### src/common/router_pkg.sv
// Router widths, flit field layout, flit kinds, port numbers and channel states
package router_pkg;

  localparam int NUM_PORTS = 5;
  localparam int NUM_VCS   = 2;
  localparam int VC_DEPTH  = 4;
  localparam int COORD_W   = 2;
  localparam int PAYLOAD_W = 16;
  localparam int KIND_W    = 2;
  localparam int VC_W      = 1;
  localparam int PORT_W    = 3;
  localparam int COUNT_W   = 16;
  localparam int FLIT_W    = KIND_W + VC_W + 2 * COORD_W + PAYLOAD_W;

  // Field positions counted up from the payload in the low bits
  localparam int PAYLOAD_LSB = 0;
  localparam int DY_LSB      = PAYLOAD_LSB + PAYLOAD_W;
  localparam int DX_LSB      = DY_LSB + COORD_W;
  localparam int VC_LSB      = DX_LSB + COORD_W;
  localparam int KIND_LSB    = VC_LSB + VC_W;

  typedef logic [FLIT_W-1:0]  flit_t;
  typedef logic [KIND_W-1:0]  kind_t;
  typedef logic [PORT_W-1:0]  port_t;
  typedef logic [VC_W-1:0]    vc_t;
  typedef logic [COORD_W-1:0] coord_t;
  typedef logic [COUNT_W-1:0] count_t;

  localparam kind_t KIND_HEAD   = 2'd0;
  localparam kind_t KIND_BODY   = 2'd1;
  localparam kind_t KIND_TAIL   = 2'd2;
  localparam kind_t KIND_SINGLE = 2'd3;

  localparam port_t PORT_NORTH = 3'd0;
  localparam port_t PORT_SOUTH = 3'd1;
  localparam port_t PORT_EAST  = 3'd2;
  localparam port_t PORT_WEST  = 3'd3;
  localparam port_t PORT_LOCAL = 3'd4;

  typedef enum logic [1:0] {VC_IDLE, VC_ROUTED, VC_ACTIVE} vc_state_e;

  function automatic kind_t flit_kind(input flit_t f);
    return f[KIND_LSB +: KIND_W];
  endfunction

  // Head or single flit opens a packet
  function automatic logic is_first(input flit_t f);
    return (flit_kind(f) == KIND_HEAD) || (flit_kind(f) == KIND_SINGLE);
  endfunction

  // Tail or single flit closes a packet
  function automatic logic is_last(input flit_t f);
    return (flit_kind(f) == KIND_TAIL) || (flit_kind(f) == KIND_SINGLE);
  endfunction

endpackage

### src/common/sw_req_if.sv
// Switch request and grant link between one input port and the allocator
`timescale 1ns/1ps

interface sw_req_if;
  import router_pkg::*;

  logic  req;
  port_t out_port;
  flit_t flit;
  // High for tail or single flit
  logic  last;
  logic  grant;

  // Input port presents a flit and waits for grant
  modport input_side (
    output req, out_port, flit, last,
    input  grant
  );

  modport switch_side (
    input  req, out_port, flit, last,
    output grant
  );

endinterface

### src/design/input_unit/input_unit.sv
// Input port with channel buffers, XY route computation, channel FSMs and channel selection
`timescale 1ns/1ps

module input_unit #(
  parameter router_pkg::coord_t ROUTER_X = 1,
  parameter router_pkg::coord_t ROUTER_Y = 2
) (
  input  logic                             clk,
  input  logic                             rst_n,
  input  logic                             in_valid,
  input  router_pkg::flit_t                in_flit,
  output logic                             in_ready,
  sw_req_if.input_side                     sw,
  output logic [router_pkg::NUM_VCS-1:0]   vc_busy
);
  import router_pkg::*;

  vc_t                  in_vc;
  logic [NUM_VCS-1:0]   wr_en;
  logic [NUM_VCS-1:0]   rd_en;
  logic [NUM_VCS-1:0]   full;
  logic [NUM_VCS-1:0]   empty;
  flit_t                head_flit [NUM_VCS];
  vc_state_e            state [NUM_VCS];
  port_t                out_port_q [NUM_VCS];
  logic [NUM_VCS-1:0]   routed;
  logic [NUM_VCS-1:0]   sel_grant;
  logic                 any_active;
  vc_t                  act_vc;

  // X first, then Y, against this router's position
  function automatic port_t xy_route(input coord_t dx, input coord_t dy);
    port_t p;
    if (dx > ROUTER_X) p = PORT_EAST;
    else if (dx < ROUTER_X) p = PORT_WEST;
    else if (dy > ROUTER_Y) p = PORT_NORTH;
    else if (dy < ROUTER_Y) p = PORT_SOUTH;
    else p = PORT_LOCAL;
    return p;
  endfunction

  // ============================================================
  // Buffer write
  // ============================================================
  assign in_vc    = in_flit[VC_LSB +: VC_W];
  assign in_ready = !full[in_vc];

  always_comb begin
    for (int v = 0; v < NUM_VCS; v++) begin
      wr_en[v] = in_valid && (in_vc == vc_t'(v)) && !full[v];
      rd_en[v] = any_active && (act_vc == vc_t'(v)) && sw.req && sw.grant;
      routed[v]  = (state[v] == VC_ROUTED);
      vc_busy[v] = (state[v] != VC_IDLE);
    end
  end

  for (genvar v = 0; v < NUM_VCS; v++) begin : g_vc
    vc_buffer u_buf (
      .clk     (clk),
      .rst_n   (rst_n),
      .wr_en   (wr_en[v]),
      .wr_data (in_flit),
      .rd_en   (rd_en[v]),
      .rd_data (head_flit[v]),
      .full    (full[v]),
      .empty   (empty[v])
    );

    // Channel FSM latches the route once per packet
    always_ff @(posedge clk or negedge rst_n) begin
      if (!rst_n) begin
        state[v]      <= VC_IDLE;
        out_port_q[v] <= PORT_LOCAL;
      end else begin
        case (state[v])
          VC_IDLE: begin
            if (!empty[v] && is_first(head_flit[v])) begin
              state[v]      <= VC_ROUTED;
              out_port_q[v] <= xy_route(head_flit[v][DX_LSB +: COORD_W],
                                        head_flit[v][DY_LSB +: COORD_W]);
            end
          end
          VC_ROUTED: begin
            if (sel_grant[v]) state[v] <= VC_ACTIVE;
          end
          VC_ACTIVE: begin
            if (rd_en[v] && sw.last) state[v] <= VC_IDLE;
          end
          default: state[v] <= VC_IDLE;
        endcase
      end
    end
  end

  // ============================================================
  // Channel selection
  // ============================================================
  always_comb begin
    any_active = 1'b0;
    act_vc     = '0;
    for (int v = 0; v < NUM_VCS; v++) begin
      if (state[v] == VC_ACTIVE) begin
        any_active = 1'b1;
        act_vc     = vc_t'(v);
      end
    end
  end

  // A new channel is picked only once the port is free
  rr_arbiter #(.NUM_REQS(NUM_VCS)) u_vc_arb (
    .clk     (clk),
    .rst_n   (rst_n),
    .req     (routed & {NUM_VCS{!any_active}}),
    .advance (!any_active),
    .grant   (sel_grant)
  );

  assign sw.req      = any_active && !empty[act_vc];
  assign sw.flit     = head_flit[act_vc];
  assign sw.out_port = out_port_q[act_vc];
  assign sw.last     = is_last(head_flit[act_vc]);

endmodule

### src/design/input_unit/vc_buffer.sv
// Show-ahead flit FIFO for one virtual channel
`timescale 1ns/1ps

module vc_buffer (
  input  logic              clk,
  input  logic              rst_n,
  input  logic              wr_en,
  input  router_pkg::flit_t wr_data,
  input  logic              rd_en,
  output router_pkg::flit_t rd_data,
  output logic              full,
  output logic              empty
);
  import router_pkg::*;

  localparam int PTR_W = $clog2(VC_DEPTH);
  localparam int CNT_W = $clog2(VC_DEPTH + 1);

  flit_t             mem [VC_DEPTH];
  logic [PTR_W-1:0]  wr_ptr;
  logic [PTR_W-1:0]  rd_ptr;
  logic [CNT_W-1:0]  count;
  logic              push;
  logic              pop;

  assign push = wr_en && !full;
  assign pop  = rd_en && !empty;

  assign full    = (count == CNT_W'(VC_DEPTH));
  assign empty   = (count == '0);
  // Head flit is always on the output
  assign rd_data = mem[rd_ptr];

  always_ff @(posedge clk) begin
    if (push) begin
      mem[wr_ptr] <= wr_data;
    end
  end

  always_ff @(posedge clk or negedge rst_n) begin
    if (!rst_n) begin
      wr_ptr <= '0;
      rd_ptr <= '0;
      count  <= '0;
    end else begin
      if (push) begin
        wr_ptr <= wr_ptr + 1'b1;
      end
      if (pop) begin
        rd_ptr <= rd_ptr + 1'b1;
      end
      if (push && !pop) begin
        count <= count + 1'b1;
      end else if (pop && !push) begin
        count <= count - 1'b1;
      end
    end
  end

endmodule

### src/design/router_top.sv
// Mesh router top level with input units, switch allocator and output registers
`timescale 1ns/1ps

module router_top #(
  parameter router_pkg::coord_t ROUTER_X = 1,
  parameter router_pkg::coord_t ROUTER_Y = 2
) (
  input  logic                                                    clk,
  input  logic                                                    rst_n,
  input  logic [router_pkg::NUM_PORTS-1:0]                        in_valid,
  input  router_pkg::flit_t [router_pkg::NUM_PORTS-1:0]           in_flit,
  output logic [router_pkg::NUM_PORTS-1:0]                        in_ready,
  output logic [router_pkg::NUM_PORTS-1:0]                        out_valid,
  output router_pkg::flit_t [router_pkg::NUM_PORTS-1:0]           out_flit,
  input  logic [router_pkg::NUM_PORTS-1:0]                        out_ready,
  output logic [router_pkg::NUM_PORTS-1:0][router_pkg::NUM_VCS-1:0] vc_busy,
  output router_pkg::count_t                                      packets_routed
);
  import router_pkg::*;

  logic  [NUM_PORTS-1:0] take;
  logic  [NUM_PORTS-1:0] load;
  flit_t [NUM_PORTS-1:0] load_flit;

  // One request link per input port, ordered N, S, E, W, local
  sw_req_if sw_links [NUM_PORTS] ();

  for (genvar p = 0; p < NUM_PORTS; p++) begin : g_port
    input_unit #(
      .ROUTER_X (ROUTER_X),
      .ROUTER_Y (ROUTER_Y)
    ) u_in (
      .clk      (clk),
      .rst_n    (rst_n),
      .in_valid (in_valid[p]),
      .in_flit  (in_flit[p]),
      .in_ready (in_ready[p]),
      .sw       (sw_links[p]),
      .vc_busy  (vc_busy[p])
    );
  end

  switch_allocator u_alloc (
    .clk       (clk),
    .rst_n     (rst_n),
    .ins       (sw_links),
    .take      (take),
    .load      (load),
    .load_flit (load_flit)
  );

  output_stage u_out (
    .clk            (clk),
    .rst_n          (rst_n),
    .load           (load),
    .load_flit      (load_flit),
    .take           (take),
    .out_valid      (out_valid),
    .out_flit       (out_flit),
    .out_ready      (out_ready),
    .packets_routed (packets_routed)
  );

endmodule

### src/design/switch/output_stage.sv
// One-flit output registers with valid/ready back-pressure and packet counter
`timescale 1ns/1ps

module output_stage (
  input  logic                                          clk,
  input  logic                                          rst_n,
  input  logic [router_pkg::NUM_PORTS-1:0]              load,
  input  router_pkg::flit_t [router_pkg::NUM_PORTS-1:0] load_flit,
  output logic [router_pkg::NUM_PORTS-1:0]              take,
  output logic [router_pkg::NUM_PORTS-1:0]              out_valid,
  output router_pkg::flit_t [router_pkg::NUM_PORTS-1:0] out_flit,
  input  logic [router_pkg::NUM_PORTS-1:0]              out_ready,
  output router_pkg::count_t                            packets_routed
);
  import router_pkg::*;

  logic [$clog2(NUM_PORTS+1)-1:0] leaving;

  // Register can accept when empty or draining this cycle
  assign take = ~out_valid | out_ready;

  always_ff @(posedge clk or negedge rst_n) begin
    if (!rst_n) begin
      out_valid <= '0;
    end else begin
      for (int p = 0; p < NUM_PORTS; p++) begin
        if (take[p]) out_valid[p] <= load[p];
      end
    end
  end

  always_ff @(posedge clk) begin
    for (int p = 0; p < NUM_PORTS; p++) begin
      if (take[p] && load[p]) out_flit[p] <= load_flit[p];
    end
  end

  // Packets closing on any port this cycle
  always_comb begin
    leaving = '0;
    for (int p = 0; p < NUM_PORTS; p++) begin
      if (out_valid[p] && out_ready[p] && is_last(out_flit[p])) leaving = leaving + 1'b1;
    end
  end

  always_ff @(posedge clk or negedge rst_n) begin
    if (!rst_n) begin
      packets_routed <= '0;
    end else begin
      packets_routed <= packets_routed + count_t'(leaving);
    end
  end

endmodule

### src/design/switch/rr_arbiter.sv
// Round-robin arbiter with rotating priority pointer
`timescale 1ns/1ps

module rr_arbiter #(
  parameter int NUM_REQS = 5
) (
  input  logic                clk,
  input  logic                rst_n,
  input  logic [NUM_REQS-1:0] req,
  input  logic                advance,
  output logic [NUM_REQS-1:0] grant
);

  localparam int PTR_W = (NUM_REQS > 1) ? $clog2(NUM_REQS) : 1;

  logic [PTR_W-1:0] ptr;
  logic [PTR_W-1:0] win_idx;
  logic             found;

  // First requester at or after the pointer wins
  always_comb begin
    grant   = '0;
    win_idx = '0;
    found   = 1'b0;
    for (int i = 0; i < NUM_REQS; i++) begin
      if (!found && req[(int'(ptr) + i) % NUM_REQS]) begin
        found   = 1'b1;
        grant[(int'(ptr) + i) % NUM_REQS] = 1'b1;
        win_idx = PTR_W'((int'(ptr) + i) % NUM_REQS);
      end
    end
  end

  always_ff @(posedge clk or negedge rst_n) begin
    if (!rst_n) begin
      ptr <= '0;
    end else if (advance && found) begin
      if (win_idx == PTR_W'(NUM_REQS - 1)) ptr <= '0;
      else ptr <= win_idx + 1'b1;
    end
  end

endmodule

### src/design/switch/switch_allocator.sv
// Per-output switch arbitration with wormhole lock and crossbar multiplexing
`timescale 1ns/1ps

module switch_allocator (
  input  logic                                                   clk,
  input  logic                                                   rst_n,
  sw_req_if.switch_side                                          ins [router_pkg::NUM_PORTS],
  input  logic [router_pkg::NUM_PORTS-1:0]                       take,
  output logic [router_pkg::NUM_PORTS-1:0]                       load,
  output router_pkg::flit_t [router_pkg::NUM_PORTS-1:0]          load_flit
);
  import router_pkg::*;

  logic  [NUM_PORTS-1:0]                in_req;
  logic  [NUM_PORTS-1:0]                in_last;
  logic  [NUM_PORTS-1:0]                in_grant;
  port_t [NUM_PORTS-1:0]                in_port;
  flit_t [NUM_PORTS-1:0]                in_flit;
  logic  [NUM_PORTS-1:0][NUM_PORTS-1:0] cand;
  logic  [NUM_PORTS-1:0][NUM_PORTS-1:0] arb_req;
  logic  [NUM_PORTS-1:0][NUM_PORTS-1:0] out_grant;
  logic  [NUM_PORTS-1:0]                locked;
  logic  [NUM_PORTS-1:0]                load_last;
  port_t [NUM_PORTS-1:0]                lock_in;
  port_t [NUM_PORTS-1:0]                grant_idx;

  for (genvar i = 0; i < NUM_PORTS; i++) begin : g_in
    assign in_req[i]    = ins[i].req;
    assign in_port[i]   = ins[i].out_port;
    assign in_flit[i]   = ins[i].flit;
    assign in_last[i]   = ins[i].last;
    assign ins[i].grant = in_grant[i];
  end

  // ============================================================
  // Request gathering where a locked output sees only its owner
  // ============================================================
  always_comb begin
    for (int o = 0; o < NUM_PORTS; o++) begin
      for (int i = 0; i < NUM_PORTS; i++) begin
        cand[o][i] = in_req[i] && (in_port[i] == port_t'(o)) &&
                     (!locked[o] || (lock_in[o] == port_t'(i)));
      end
      arb_req[o] = take[o] ? cand[o] : '0;
    end
  end

  for (genvar o = 0; o < NUM_PORTS; o++) begin : g_out
    // Pointer moves only when a new packet wins
    rr_arbiter #(.NUM_REQS(NUM_PORTS)) u_arb (
      .clk     (clk),
      .rst_n   (rst_n),
      .req     (arb_req[o]),
      .advance (!locked[o]),
      .grant   (out_grant[o])
    );
  end

  // ============================================================
  // Crossbar
  // ============================================================
  always_comb begin
    in_grant = '0;
    for (int o = 0; o < NUM_PORTS; o++) begin
      load[o]      = |out_grant[o];
      load_flit[o] = '0;
      load_last[o] = 1'b0;
      grant_idx[o] = '0;
      for (int i = 0; i < NUM_PORTS; i++) begin
        if (out_grant[o][i]) begin
          load_flit[o] = in_flit[i];
          load_last[o] = in_last[i];
          grant_idx[o] = port_t'(i);
          in_grant[i]  = 1'b1;
        end
      end
    end
  end

  // Lock holds the output until the tail has passed
  always_ff @(posedge clk or negedge rst_n) begin
    if (!rst_n) begin
      locked  <= '0;
      lock_in <= '0;
    end else begin
      for (int o = 0; o < NUM_PORTS; o++) begin
        if (load[o]) begin
          locked[o]  <= !load_last[o];
          lock_in[o] <= grant_idx[o];
        end
      end
    end
  end

endmodule

### config.mk
export PLATFORM = sky130hd
export DESIGN_NAME = router_top
export DESIGN_NICKNAME = d
export VERILOG_FILES = /design/src/common/router_pkg.sv /design/src/common/sw_req_if.sv /design/src/design/input_unit/input_unit.sv /design/src/design/input_unit/vc_buffer.sv /design/src/design/router_top.sv /design/src/design/switch/output_stage.sv /design/src/design/switch/rr_arbiter.sv /design/src/design/switch/switch_allocator.sv
export SDC_FILE = /design/constraint.sdc
export NUM_CORES = 2
export LEC_CHECK = 0
export BUFFER_PORTS_ARGS = -buffer_cell sky130_fd_sc_hd__buf_2
export CAP_MARGIN = 20
export CORE_AREA = 3 3 385 577
export CTS_BUF_LIST = sky130_fd_sc_hd__clkbuf_4
export DETAILED_ROUTE_END_ITERATION = 10
export DIE_AREA = 0 0 388 580
export HOLD_SLACK_MARGIN = 0.02
export PLACE_DENSITY = 0.47
export REMOVE_ABC_BUFFERS = 1
export SLEW_MARGIN = 20
export SYNTH_ARGS = -nofsm -noshare
export SYNTH_HDL_FRONTEND = slang
export SYNTH_HIERARCHICAL = 1
export SYNTH_SLANG_ARGS = --single-unit
### constraint.sdc
create_clock -name clk -period 8.1 [get_ports clk]
set_input_delay 1.62 -clock clk [delete_from_list [all_inputs] [get_ports clk]]
set_output_delay 1.62 -clock clk [all_outputs]
set_load 0.02 [all_outputs]
==> impl_metrics.json <==
{
  "outcome": "completed",
  "ys_warn_count": 6,
  "gr-usage-all-layers": 0.1942,
  "first_global_vias": 46870,
  "wirelength_um": 224100,
  "fin_nets": 5899,
  "cts-htree-levels": 5,
  "drc": 0,
  "r2r_setup_slack_ps": 420,
  "grt_start_max_net_pins": 108,
  "place_hpwl_um": 157100,
  "finalMaxSlewViolations": 0,
  "worstMarginPinSlew_ps": 1209,
  "first_pass_iters": 8,
  "max_slew_margin": 0.1939,
  "crit_path_end_kind": "register",
  "max_stage_delay_ps": 550,
  "fmax_mhz": 130.2,
  "synthCells": 5084,
  "die_w_um": 388,
  "cts_sinks": 1216,
  "syn_area_um2": 65200,
  "ys.flop_type": "edfxtp_1",
  "cts_buffer_depth": 4,
  "ant_nets": 0,
  "cts_root_buffer": "clkbuf_4",
  "synth.avg_cell_area_um2": 12.82,
  "post-route-util": 0.3385,
  "async_reset_ff_frac": 0.1488,
  "cp.arrival_ps": 8680,
  "synth_cell_types": 131,
  "synth_edf_count": 1035,
  "pre_cts_slack_ps": 417.5,
  "layout-drive-gt1-share": 0.2349,
  "coreArea_um2": 217800,
  "cts_tree": "built",
  "crit_required_ps": 9100,
  "port_buffers": 277,
  "setup_viol": 0,
  "period_needed_ps": 7678,
  "critPathMaxFanout": 9,
  "ys_ff_latch": 1216,
  "antenna_found_initial": 64,
  "ys_seq_area_frac": 0.5464,
  "ios": 278,
  "finalHoldViolCount": 0,
  "cp-start-kind": "register",
  "fin_crit_sh": 0.9479,
  "area_delta_synth_final_pct": 13.09,
  "routedWlPerCell_um": 25.90,
  "die_h_um": 580,
  "grt_pass1_wl_um": 325600,
  "dr_total_vias": 46421,
  "fin_skew_ps": 135.4,
  "drv_cap": 0,
  "via_per_inst": 5.366,
  "cts_made_buffers": 314,
  "drt-initial-drc-count": 4045,
  "place_congestion": 0.8968,
  "initial_core_util": 0.2993,
  "crit_top_cell": "ha_1",
  "crit_type": "register to register",
  "rows": 210,
  "post_cts_buffers": 0,
  "dieArea_um2": 225000,
  "grt.overflow.total": 0,
  "path_clk_slew_ps": 80,
  "clkLatencyLatePin_ps": 1160,
  "setup_ws_ps": 421.8,
  "min_path_type": "register to register",
  "cpMaxStageDelayCell": "nor3_1"
}
==> flip-flops by register name, summed over array words and instances, names as in the netlist, named ones only <==
signal	cells
g_port.u_in/g_vc.u_buf/wr_ptr	20
g_port.u_in/out_port_q	30
u_out/packets_routed	16
u_alloc/locked	5
u_out/out_valid	5
g_port.u_in/g_vc.u_buf/mem	920
g_port.u_in/g_vc.u_buf/rd_ptr	20
g_port.u_in/g_vc.u_buf/count	30
u_alloc/lock_in	15
u_alloc/g_out.u_arb/ptr	15
g_port.u_in/state	20
u_out/out_flit	115
==> path summary, 6_finish.rpt <==
| check | startpoint | end | cells after the start |
|---|---|---|---|
| setup / recovery | u_alloc/g_out[0].u_arb/ptr[1] | g_port[1].u_in/g_vc[0].u_buf/count[2] | 28 |
| hold / removal | u_out/packets_routed[15] | u_out/packets_routed[15] | 1 |
| setup reg to reg | u_alloc/g_out[0].u_arb/ptr[1] | g_port[1].u_in/g_vc[0].u_buf/count[2] | 28 |
| hold reg to reg | u_out/packets_routed[15] | u_out/packets_routed[15] | 1 |
| max in group asynchronous | rst_n | g_port[0].u_in/g_vc[0].u_buf/rd_ptr[0] | 2 |
| min in group asynchronous | rst_n | g_port[1].u_in/g_vc[0].u_buf/wr_ptr[1] | 1 |
==> cell usage after synthesis, types with 17 or more instances <==
master    count  share of area
nand3_1      93         0.0071
or3_1        19         0.0018
a21boi_1     25         0.0029
xor2_1       33         0.0044
nor3b_1      26         0.0030
edfxtp_1   1035           0.48
nand2b_1     89         0.0085
dfrtp_1     171          0.066
mux2_2       43         0.0074
o22ai_1      32         0.0031
clkbuf_1     82         0.0047
o21ai_0     175          0.013
o211ai_1     38         0.0044
a221oi_1    133          0.018
mux4_1       45          0.018
buf_6        50         0.0086
mux2i_1      63         0.0097
o21a_1       26         0.0030
buf_2       126         0.0097
nor2_1      184          0.011
nor4_1       25         0.0024
ha_1        213          0.041
xnor2_1      86          0.012
inv_1       222          0.013
o31ai_1      18         0.0021
nand2_1     647          0.037
a22oi_1      28         0.0032
a21o_1       23         0.0026
and2_1       58         0.0056
a31oi_1      38         0.0036
nand4_1      32         0.0031
a211oi_1     21         0.0024
nor2b_1      49         0.0047
a21oi_1     238          0.018
a221o_1      76          0.012
and3_1       17         0.0016
o21ai_1      26         0.0020
nor3_1       97         0.0074
mux4_2      193          0.067
==> worst max-delay path, delay by kind of cell (launching register included) <==
family	cells	cell delay [ps]
flip-flops	1	400
AND/OR/NAND/NOR	12	2850
AO/OA/AOI/OAI	2	590
XOR/XNOR	2	300
adder cells (fa/ha/maj)	6	1990
buffers and inverters	4	550
multiplexers	2	840
==> cell type report <==
class                      count  area [µm²]
fill                       21590      144100
inverter                     233       877.1
clock inverter               103       606.8
clock buffer                 441        3311
tap                         2862        3581
antenna                       13       32.53
sequential                  1216       35630
multi-input combinational   3355       27140
timing repair buffer         428        2550
==> stage by stage <==
stage	TNS [ps]	instances	area [µm²]	hold WS [ps]
after floorplan	-32350	4804	63570	445.3
after global placement	0	8093	69750	460.5
after detailed placement	0	8094	69770	464.6
after CTS	0	8638	73690	398.8
after global routing	-33.50	8642	73710	454.8
final	0	8651	73730	477.8
==> per-layer routing <==
| metal | vias up | GRT usage | wire, µm |
|---|---|---|---|
| met1 | 23396 | 0.2388 | 89840 |
| met3 | 461 | 0.05023 | 17050 |
| li1 | 20739 | - | - |
| met5 | - | 0 | 352 |
| met2 | 1773 | 0.3206 | 106300 |
| met4 | 52 | 0.08641 | 10540 |
==> cell usage in the layout (no fill, tap or decap), types with 28 or more instances in the layout <==
master | netlist | routed
nor3_1 | 97 | 97
a221oi_1 | 133 | 133
nand4_1 | 32 | 32
and2_1 | 58 | 43
nand3_1 | 93 | 93
o211ai_1 | 38 | 38
clkinv_1 | 0 | 73
mux2_2 | 43 | 43
nand2_1 | 647 | 643
xnor2_1 | 86 | 86
a22oi_1 | 28 | 28
buf_4 | 10 | 149
mux4_1 | 45 | 45
xor2_1 | 33 | 33
o22ai_1 | 32 | 32
nand2b_1 | 89 | 89
ha_1 | 213 | 213
mux4_2 | 193 | 193
dfrtp_1 | 171 | 166
edfxtp_1 | 1035 | 1035
a221o_1 | 76 | 76
inv_1 | 222 | 222
a21oi_1 | 238 | 238
buf_2 | 126 | 276
nor2_1 | 184 | 183
a31oi_1 | 38 | 38
mux2i_1 | 63 | 63
clkbuf_4 | 0 | 441
nor2b_1 | 49 | 49
o21ai_0 | 175 | 175
==> timing repair <==
item,4_1_cts,5_1_grt
endpoints found under the hold margin,0,0
gates resized for setup,0,1
hold buffers,0,0
endpoints found under the setup margin,0,1
==> kinds of logic after synthesis <==
logic type,after synthesis,synth area share
AO/OA/AOI/OAI,1132,0.1290
adder cells (fa/ha/maj),224,0.04425
flip-flops,1216,0.5464
multiplexers,363,0.1060
AND/OR/NAND/NOR,1508,0.1178
buffers and inverters,513,0.03836
XOR/XNOR,128,0.01823
Power is left out: the tool's default activity adds up to more than one toggle a clock period on the data nets, which glitch-free logic cannot reach.
